**config.mk**
```make
export PLATFORM = sky130hd
export DESIGN_NAME = dcache_top
export DESIGN_NICKNAME = d
export VERILOG_FILES = /design/src/dcache_pkg.sv /design/src/dcache_ctrl.sv /design/src/dcache_lru.sv /design/src/dcache_top.sv /design/src/dcache_way.sv
export SDC_FILE = /design/constraint.sdc
export NUM_CORES = 2
export LEC_CHECK = 0
export BUFFER_PORTS_ARGS = -buffer_cell sky130_fd_sc_hd__buf_2
export CORE_MARGIN = 1
export CORE_UTILIZATION = 66
export DETAILED_ROUTE_END_ITERATION = 12
export PLACE_DENSITY = 0.92
export SYNTH_ARGS = -nofsm -noshare
export SYNTH_HDL_FRONTEND = slang
export SYNTH_HIERARCHICAL = 1
export SYNTH_SLANG_ARGS = --single-unit
```
**constraint.sdc**
```tcl
create_clock -name clk -period 10.1 [get_ports clk]
set_clock_uncertainty 0.15 [all_clocks]
set_input_delay 1.515 -clock clk [delete_from_list [all_inputs] [get_ports clk]]
set_output_delay 1.515 -clock clk [all_outputs]
set_load 0.005 [all_outputs]
```
**src/dcache_pkg.sv**
```systemverilog
package dcache_pkg;

    localparam int data_width = 32;
    localparam int addr_width = 32;

    // cache operation codes
    localparam logic [1:0] op_index_inv = 2'd0;
    localparam logic [1:0] op_hit_inv   = 2'd1;

    //////////////////////////////////////////////////////////////////////
    // controller states
    //////////////////////////////////////////////////////////////////////
    typedef enum logic [2:0] {
        st_idle      = 3'd0,
        st_lookup    = 3'd1,
        st_miss_wait = 3'd2, // read out on the bus
        st_refill    = 3'd3,
        st_wr_wait   = 3'd4, // write waiting for addr_ok
        st_operation = 3'd5
    } ctrl_state_t;

endpackage

```
**src/dcache_ctrl.sv**
```systemverilog
`timescale 1ns/1ps

module dcache_ctrl #(
    parameter int index_width = 4
) (
    input  logic                                          clk,
    input  logic                                          rstn,
    // pipeline side
    input  logic                                          valid,
    output logic                                          ready,
    input  logic                                          op,
    input  logic [1:0]                                    op_code,
    input  logic                                          wr,
    input  logic                                          uncached,
    input  logic [dcache_pkg::addr_width-1:0]             addr,
    input  logic [dcache_pkg::data_width-1:0]             wdata,
    input  logic [dcache_pkg::data_width/8-1:0]           wstrb,
    output logic                                          op_ack,
    output logic                                          rdata_valid,
    output logic                                          return_sel,
    // ways and replacement
    input  logic                                          hit0,
    input  logic                                          hit1,
    input  logic                                          victim,
    output logic [index_width-1:0]                        index,
    output logic [dcache_pkg::addr_width-index_width-3:0] tag,
    output logic [dcache_pkg::data_width-1:0]             way_wdata,
    output logic [dcache_pkg::data_width/8-1:0]           way_wstrb,
    output logic                                          we0,
    output logic                                          we1,
    output logic                                          fill,
    output logic                                          invalidate0,
    output logic                                          invalidate1,
    output logic                                          use_en,
    output logic                                          use_way,
    // memory bus
    output logic                                          mem_req,
    output logic                                          mem_wr,
    output logic [dcache_pkg::addr_width-1:0]             mem_addr,
    output logic [dcache_pkg::data_width-1:0]             mem_wdata,
    output logic [dcache_pkg::data_width/8-1:0]           mem_wstrb,
    input  logic                                          mem_addr_ok,
    input  logic                                          mem_data_ok
);

    dcache_pkg::ctrl_state_t state_q;
    dcache_pkg::ctrl_state_t state_d;

    logic                                buf_wr;
    logic                                buf_uncached;
    logic [1:0]                          buf_op_code;
    logic [dcache_pkg::addr_width-1:0]   buf_addr;
    logic [dcache_pkg::data_width-1:0]   buf_wdata;
    logic [dcache_pkg::data_width/8-1:0] buf_wstrb;

    logic miss;
    logic accept;

    //////////////////////////////////////////////////////////////////////
    // request buffer
    //////////////////////////////////////////////////////////////////////
    assign accept = valid && ready;

    always_ff @(posedge clk) begin
        if (!rstn) begin
            buf_wr       <= 1'b0;
            buf_uncached <= 1'b0;
        end else if (accept) begin
            buf_wr       <= wr;
            buf_uncached <= uncached;
        end
    end

    always_ff @(posedge clk) begin
        if (accept) begin
            buf_op_code <= op_code;
            buf_addr    <= addr;
            buf_wdata   <= wdata;
            buf_wstrb   <= wstrb;
        end
    end

    assign index     = buf_addr[index_width+1:2];
    assign tag       = buf_addr[dcache_pkg::addr_width-1:index_width+2];
    assign way_wdata = buf_wdata;
    assign mem_addr  = buf_addr;
    assign mem_wdata = buf_wdata;
    assign mem_wstrb = buf_wr ? buf_wstrb : '0;

    // strongly ordered never counts as a hit
    assign miss = !(hit0 || hit1) || buf_uncached;

    //////////////////////////////////////////////////////////////////////
    // state machine
    //////////////////////////////////////////////////////////////////////
    always_ff @(posedge clk) begin
        if (!rstn) begin
            state_q <= dcache_pkg::st_idle;
        end else begin
            state_q <= state_d;
        end
    end

    always_comb begin
        ready       = 1'b0;
        op_ack      = 1'b0;
        rdata_valid = 1'b0;
        return_sel  = 1'b0;
        way_wstrb   = buf_wstrb;
        we0         = 1'b0;
        we1         = 1'b0;
        fill        = 1'b0;
        invalidate0 = 1'b0;
        invalidate1 = 1'b0;
        use_en      = 1'b0;
        use_way     = 1'b0;
        mem_req     = 1'b0;
        mem_wr      = 1'b0;
        case (state_q)
            dcache_pkg::st_idle: begin
                ready = 1'b1;
            end
            dcache_pkg::st_lookup: begin
                if (buf_uncached) begin // drop any stale copy
                    invalidate0 = hit0;
                    invalidate1 = hit1;
                end
                mem_req = buf_wr || miss;
                mem_wr  = buf_wr;
                if (!miss) begin
                    use_en  = 1'b1;
                    use_way = !hit0;
                    if (buf_wr) begin // merge into the hitting line
                        we0 = hit0;
                        we1 = !hit0;
                    end else begin
                        rdata_valid = 1'b1;
                    end
                end
                ready = buf_wr ? mem_addr_ok : !miss;
            end
            dcache_pkg::st_miss_wait: begin
                mem_req = 1'b1;
            end
            dcache_pkg::st_wr_wait: begin
                mem_req = 1'b1;
                mem_wr  = 1'b1;
                ready   = mem_addr_ok;
            end
            dcache_pkg::st_refill: begin
                ready       = 1'b1;
                rdata_valid = 1'b1;
                return_sel  = 1'b1;
                way_wstrb   = '1; // whole word
                if (!buf_uncached) begin
                    fill    = 1'b1;
                    we0     = !victim;
                    we1     = victim;
                    use_en  = 1'b1;
                    use_way = victim;
                end
            end
            dcache_pkg::st_operation: begin
                ready  = 1'b1;
                op_ack = 1'b1;
                case (buf_op_code)
                    dcache_pkg::op_index_inv: begin
                        invalidate0 = !buf_addr[0]; // way from address bit 0
                        invalidate1 = buf_addr[0];
                    end
                    dcache_pkg::op_hit_inv: begin
                        invalidate0 = hit0;
                        invalidate1 = hit1;
                    end
                    default: ;
                endcase
            end
            default: ;
        endcase
    end

    always_comb begin
        state_d = state_q;
        case (state_q)
            dcache_pkg::st_lookup: begin
                if (buf_wr) begin
                    state_d = mem_addr_ok ? dcache_pkg::st_idle : dcache_pkg::st_wr_wait;
                end else if (miss) begin
                    state_d = mem_data_ok ? dcache_pkg::st_refill : dcache_pkg::st_miss_wait;
                end else begin
                    state_d = dcache_pkg::st_idle;
                end
            end
            dcache_pkg::st_miss_wait: begin
                if (mem_data_ok) begin
                    state_d = dcache_pkg::st_refill;
                end
            end
            dcache_pkg::st_wr_wait: begin
                if (mem_addr_ok) begin
                    state_d = dcache_pkg::st_idle;
                end
            end
            default: state_d = dcache_pkg::st_idle;
        endcase
        // new request wherever ready is high
        if (accept) begin
            state_d = op ? dcache_pkg::st_operation : dcache_pkg::st_lookup;
        end
    end

endmodule

```
**src/dcache_lru.sv**
```systemverilog
`timescale 1ns/1ps

module dcache_lru #(
    parameter int index_width = 4
) (
    input  logic                   clk,
    input  logic                   rstn,
    input  logic [index_width-1:0] index,
    input  logic                   use_en,
    input  logic                   use_way,
    output logic                   victim
);

    localparam int sets = 1 << index_width;

    logic [sets-1:0] lru_q; // names the least recently used way

    always_ff @(posedge clk) begin
        if (!rstn) begin
            lru_q <= '0;
        end else if (use_en) begin
            lru_q[index] <= ~use_way; // other way is now older
        end
    end

    assign victim = lru_q[index];

endmodule

```
**src/dcache_top.sv**
```systemverilog
`timescale 1ns/1ps

module dcache_top #(
    parameter int index_width = 4
) (
    input  logic                                clk,
    input  logic                                rstn,
    // pipeline side
    input  logic                                valid,
    output logic                                ready,
    input  logic                                op,
    input  logic [1:0]                          op_code,
    input  logic                                wr,
    input  logic                                uncached,
    input  logic [dcache_pkg::addr_width-1:0]   addr,
    input  logic [dcache_pkg::data_width-1:0]   wdata,
    input  logic [dcache_pkg::data_width/8-1:0] wstrb,
    output logic [dcache_pkg::data_width-1:0]   rdata,
    output logic                                rdata_valid,
    output logic                                op_ack,
    // memory bus
    output logic                                mem_req,
    output logic                                mem_wr,
    output logic [dcache_pkg::addr_width-1:0]   mem_addr,
    output logic [dcache_pkg::data_width-1:0]   mem_wdata,
    output logic [dcache_pkg::data_width/8-1:0] mem_wstrb,
    input  logic                                mem_addr_ok,
    input  logic                                mem_data_ok,
    input  logic [dcache_pkg::data_width-1:0]   mem_rdata
);

    logic [index_width-1:0]                        index;
    logic [dcache_pkg::addr_width-index_width-3:0] tag;
    logic [dcache_pkg::data_width-1:0]             way_wdata;
    logic [dcache_pkg::data_width-1:0]             fill_wdata;
    logic [dcache_pkg::data_width/8-1:0]           way_wstrb;
    logic [dcache_pkg::data_width-1:0]             way0_rdata;
    logic [dcache_pkg::data_width-1:0]             way1_rdata;
    logic [dcache_pkg::data_width-1:0]             refill_q;
    logic hit0;
    logic hit1;
    logic we0;
    logic we1;
    logic fill;
    logic invalidate0;
    logic invalidate1;
    logic use_en;
    logic use_way;
    logic victim;
    logic return_sel;

    // memory word held for the refill cycle
    always_ff @(posedge clk) begin
        if (mem_data_ok) begin
            refill_q <= mem_rdata;
        end
    end

    assign fill_wdata = return_sel ? refill_q : way_wdata;
    assign rdata      = return_sel ? refill_q : (hit0 ? way0_rdata : way1_rdata);

    //////////////////////////////////////////////////////////////////////
    // instances
    //////////////////////////////////////////////////////////////////////
    dcache_way #(.index_width(index_width)) i_way0 (
        .clk        (clk),
        .rstn       (rstn),
        .index      (index),
        .tag        (tag),
        .wdata      (fill_wdata),
        .wstrb      (way_wstrb),
        .we         (we0),
        .fill       (fill),
        .invalidate (invalidate0),
        .hit        (hit0),
        .way_rdata  (way0_rdata)
    );

    dcache_way #(.index_width(index_width)) i_way1 (
        .clk        (clk),
        .rstn       (rstn),
        .index      (index),
        .tag        (tag),
        .wdata      (fill_wdata),
        .wstrb      (way_wstrb),
        .we         (we1),
        .fill       (fill),
        .invalidate (invalidate1),
        .hit        (hit1),
        .way_rdata  (way1_rdata)
    );

    dcache_lru #(.index_width(index_width)) i_lru (
        .clk     (clk),
        .rstn    (rstn),
        .index   (index),
        .use_en  (use_en),
        .use_way (use_way),
        .victim  (victim)
    );

    dcache_ctrl #(.index_width(index_width)) i_ctrl (
        .clk         (clk),
        .rstn        (rstn),
        .valid       (valid),
        .ready       (ready),
        .op          (op),
        .op_code     (op_code),
        .wr          (wr),
        .uncached    (uncached),
        .addr        (addr),
        .wdata       (wdata),
        .wstrb       (wstrb),
        .op_ack      (op_ack),
        .rdata_valid (rdata_valid),
        .return_sel  (return_sel),
        .hit0        (hit0),
        .hit1        (hit1),
        .victim      (victim),
        .index       (index),
        .tag         (tag),
        .way_wdata   (way_wdata),
        .way_wstrb   (way_wstrb),
        .we0         (we0),
        .we1         (we1),
        .fill        (fill),
        .invalidate0 (invalidate0),
        .invalidate1 (invalidate1),
        .use_en      (use_en),
        .use_way     (use_way),
        .mem_req     (mem_req),
        .mem_wr      (mem_wr),
        .mem_addr    (mem_addr),
        .mem_wdata   (mem_wdata),
        .mem_wstrb   (mem_wstrb),
        .mem_addr_ok (mem_addr_ok),
        .mem_data_ok (mem_data_ok)
    );

endmodule

```
**src/dcache_way.sv**
```systemverilog
`timescale 1ns/1ps

module dcache_way #(
    parameter int index_width = 4
) (
    input  logic                                         clk,
    input  logic                                         rstn,
    input  logic [index_width-1:0]                       index,
    input  logic [dcache_pkg::addr_width-index_width-3:0] tag,
    input  logic [dcache_pkg::data_width-1:0]            wdata,
    input  logic [dcache_pkg::data_width/8-1:0]          wstrb,
    input  logic                                         we,
    input  logic                                         fill,
    input  logic                                         invalidate,
    output logic                                         hit,
    output logic [dcache_pkg::data_width-1:0]            way_rdata
);

    localparam int sets      = 1 << index_width;
    localparam int tag_width = dcache_pkg::addr_width - index_width - 2;
    localparam int nbytes    = dcache_pkg::data_width / 8;

    logic [sets-1:0]                 valid_q;
    logic [tag_width-1:0]            tag_q  [sets];
    logic [dcache_pkg::data_width-1:0] data_q [sets];

    always_ff @(posedge clk) begin
        if (!rstn) begin
            valid_q <= '0;
        end else if (invalidate) begin
            valid_q[index] <= 1'b0;
        end else if (we && fill) begin
            valid_q[index] <= 1'b1;
        end
    end

    always_ff @(posedge clk) begin
        if (we && fill) begin
            tag_q[index] <= tag;
        end
    end

    // byte lanes under strobe
    always_ff @(posedge clk) begin
        if (we) begin
            for (int b = 0; b < nbytes; b++) begin
                if (wstrb[b]) begin
                    data_q[index][8*b +: 8] <= wdata[8*b +: 8];
                end
            end
        end
    end

    assign way_rdata = data_q[index];
    assign hit       = valid_q[index] && (tag_q[index] == tag);

endmodule

```
==> results.json <==
{
  "status": "completed",
  "worst_r2r_endpoint": "i_way1/data_q[12][2]$_DFFE_PP_",
  "post_synth_mux_area_share": 0.1692,
  "drt.antenna.violating_nets": 0,
  "ys.flop_type": "edfxtp_1",
  "final.fill_count": 5748,
  "p_leak_nw": 27.68,
  "die_w_um": 347.8,
  "highest_layer": "met5",
  "r2r_cells": 13,
  "p_int_mw": 14.34,
  "fmax_mhz": 116.2,
  "hold_viol": 0,
  "reg2reg_slack_ps": 1520,
  "swShare": 0.2588,
  "overflow": 0,
  "fin_setup_tns_ps": 0,
  "p_switching_mw": 5.005,
  "wl_met3_um": 31330,
  "rows": 126,
  "maxCapViolCount": 0,
  "ys_types": 75,
  "critPathRequiredTime_ps": 8440,
  "yosysSeqAreaShare": 0.7583,
  "tightest_slew_ps": 1345,
  "syn_inst": 3676,
  "synthSimpleGateAreaFrac": 0.02200,
  "synthToLayoutAreaGrowth_pct": 10.89,
  "avgViaCountPerCell": 7.577,
  "clockPowerShare": 0.361,
  "start_kind": "register",
  "layout-drive-gt1-share": 0.2947,
  "p_comb_frac": 0.141,
  "drc_errors": 0,
  "reg2reg_from": "i_ctrl/mem_addr[3]$_DFFE_PP_",
  "cts_max_level": 4,
  "rsz0062_at_grt": "false",
  "drt_first_iter_violations": 7386,
  "critPathMaxStageDelay_ps": 1050,
  "met2WireLength_um": 110300,
  "regArea_um2": 59860,
  "synth_top_family_by_area": "multiplexers",
  "synth_nets": 3786,
  "numCtsBuffers": 186,
  "die_h_um": 347.8,
  "final_util": 0.7403,
  "grt_pass1_wl_um": 316300,
  "clkTransAtPathRegs_ps": 70,
  "port_buffers": 214,
  "hold_class": "register to register",
  "track_usage": 0.3781,
  "grt_max_degree": 156,
  "drt_first_pass_iters": 8,
  "period_share": 0.8519,
  "vias": 42490,
  "final.min_clock_period_ps": 8604,
  "pwr-share-seq": 0.498,
  "drv_slew": 0,
  "dp_cells": 5251,
  "critPathMaxFanout": 83,
  "synth-edff-count": 1958,
  "drt-met1-wl_um": 68610,
  "post_cts_buffers": 0,
  "synth_adder_area_share": 0,
  "clock-root-buffer": "clkbuf_16",
  "fin_nets": 4014,
  "power_density_nw_per_um2": 221.0,
  "synthesis.area_um2": 78930,
  "ctsLongestPathBuffers": 3,
  "crit_start": "i_ctrl/mem_addr[3]$_DFFE_PP_",
  "hold_depth": 2,
  "cts_resized": 0,
  "gp_congestion": 0.8171,
  "cts.sinks": 2011,
  "holdBufCountCts": 0,
  "syn_area_per_cell_um2": 21.47,
  "worstPathCellList": "buf_4 -> buf_4 -> mux4_2 -> mux4_2 -> xor2_1 -> a2111oi_0 -> nand3_1 -> nor4_2 -> buf_4 -> o21bai_1 -> o21ai_0 -> a21oi_1 -> buf_2",
  "critical_path_arrival_ps": 6940,
  "endpoint_kind": "output port",
  "min_from": "i_lru/lru_q[4]$_SDFFE_PN0P_",
  "path_class": "register to output port",
  "cp_common_cell": "buf_4",
  "wire_per_inst_um": 40.15,
  "multiInputGateArea_um2": 17810,
  "cts_tree": "built",
  "total_power_mw": 19.34,
  "ys_warn_count": 6,
  "die_area_um2": 121000,
  "grt_pass1_vias": 43116,
  "vdd.ir_drop.worst_mv": 0.3142,
  "max_slew_margin": 0.1035,
  "synth_compound_area_frac": 0.02232,
  "layout.cells.non_filler": 5608,
  "insertion_delay_ps": 850,
  "synth_xor_area_frac": 0.005992,
  "routed_wl_um": 225100,
  "start_util": 0.6676,
  "min_to": "i_lru/lru_q[4]$_SDFFE_PN0P_",
  "ys_seq_elements": 2011,
  "dpl.hpwl_um": 120300,
  "core_um2": 118200,
  "ys_async_sr_fraction": 0,
  "ioPinCount": 215,
  "setup_violations": 0,
  "antenna_found_initial": 18,
  "crit_slowest_cell": "buf_4"
}
==> synthesized netlist by cell type, types with 14 or more instances <==
| cell | count | share of area |
|---|---|---|
| buf_6 | 17 | 0.0024 |
| clkbuf_1 | 68 | 0.0032 |
| buf_2 | 59 | 0.0037 |
| buf_4 | 82 | 0.0078 |
| dfxtp_1 | 53 | 0.013 |
| buf_1 | 20 | 0.00095 |
| nor2b_1 | 14 | 0.0011 |
| a21oi_1 | 35 | 0.0022 |
| edfxtp_1 | 1958 | 0.74 |
| xor2_1 | 22 | 0.0024 |
| mux4_2 | 525 | 0.15 |
| inv_1 | 59 | 0.0028 |
| o221a_2 | 32 | 0.0046 |
| o21ai_1 | 30 | 0.0019 |
| nor2_1 | 190 | 0.0090 |
| xnor2_1 | 32 | 0.0036 |
| a311oi_1 | 17 | 0.0019 |
| o21ai_0 | 44 | 0.0028 |
| nand3_1 | 33 | 0.0021 |
| a22oi_1 | 18 | 0.0017 |
| nand2_1 | 104 | 0.0049 |
| mux2i_1 | 117 | 0.015 |
==> per-layer routing <==
metal / track usage / vias up
met3: 0.1129 / 999
met4: 0.2045 / 22
met5: 0 / -
met2: 0.6107 / 4443
met1: 0.4641 / 21334
li1: - / 15692
==> worst max path at each step <==
| stage | to | cells after the start |
|---|---|---|
| 3_3_place_gp | i_way1/data_q[8][18]$_DFFE_PP_ | 13 |
| 2_1_floorplan | register | 17 |
| 4_1_cts | mem_req | 13 |
| 5_1_grt | mem_req | 13 |
| 6_report | mem_req | 13 |
| 3_5_place_dp | i_way1/data_q[3][14]$_DFFE_PP_ | 13 |
==> registers in the layout (all words and copies together) (netlist names), named ones only <==
signal and flops:
i_way0/data_q 512, i_way1/data_q 512, i_way0/tag_q 416, i_way1/tag_q 416, i_ctrl/mem_addr 32, i_ctrl/mem_wdata 32, refill_q 32, i_lru/lru_q 16
i_ctrl/buf_wstrb 4, i_ctrl/state_q 3, i_ctrl/buf_op_code 2, i_ctrl/buf_uncached 1, i_ctrl/buf_wr 1
==> cell usage in the layout, fill, tap and decap left out, types with 17 or more instances in the layout <==
cell       count
a21oi_1       35
xor2_1        22
a311oi_1      17
clkinv_2      23
a22oi_1       18
buf_4         71
xnor2_1       32
o21ai_1       27
edfxtp_1    1958
clkbuf_16    188
nor2_4        32
nand3_1       33
clkbuf_1      45
o21ai_2       21
nand2_1      104
clkinv_1      48
o221a_2       32
nor2_1       158
mux4_2       525
inv_1         58
mux2i_1      117
dfxtp_1       53
buf_2        214
==> metrics by stage <==
step	setup WS, ps	instance area (um2)	hold slack (ps)
after floorplan	4527	78930	315.8
after detailed placement	2401	81430	356.3
after global routing	1419	87510	400.2
final	1496	87530	382.5
after global placement	2889	81430	346.5
after CTS	1898	87380	377.7
==> kinds of logic after synthesis <==
group                  after synthesis
flip-flops                        2011
multiplexers                       659
XOR/XNOR                            54
AND/OR/NAND/NOR                    395
AO/OA/AOI/OAI                      243
buffers and inverters              314
==> cell type report <==
| cell class | instances | share of cell area |
|---|---|---|
| diodes | 7 | 0.0002001 |
| repair buffers | 292 | 0.01987 |
| flip-flops and latches | 2011 | 0.6839 |
| clock inverters | 109 | 0.01112 |
| well taps | 1536 | 0.02196 |
| inverters | 62 | 0.002716 |
| clock buffers | 240 | 0.05678 |
| multi-input cells | 1351 | 0.2035 |
==> power by group through the flow <==
| stage | Sequential, mW | Clock, mW | Combinational [mW] |
|---|---|---|---|
| floorplan | 9.77 | 0 | 1.65 |
| global placement | 9.79 | 0 | 2.38 |
| detailed placement | 9.80 | 0 | 2.53 |
| CTS | 9.63 | 6.99 | 2.63 |
| global route | 9.63 | 7.28 | 2.78 |
| finish | 9.63 | 6.98 | 2.73 |
==> critical path, delay by kind of cell, from the launching register on <==
family | cells | cell delay, ps
buf+inv | 4 | 2240
simple gates | 2 | 580
compound gates | 4 | 1390
mux | 2 | 1060
xor+xnor | 1 | 310
flops | 1 | 440
(Power assumes the default switching activity.)
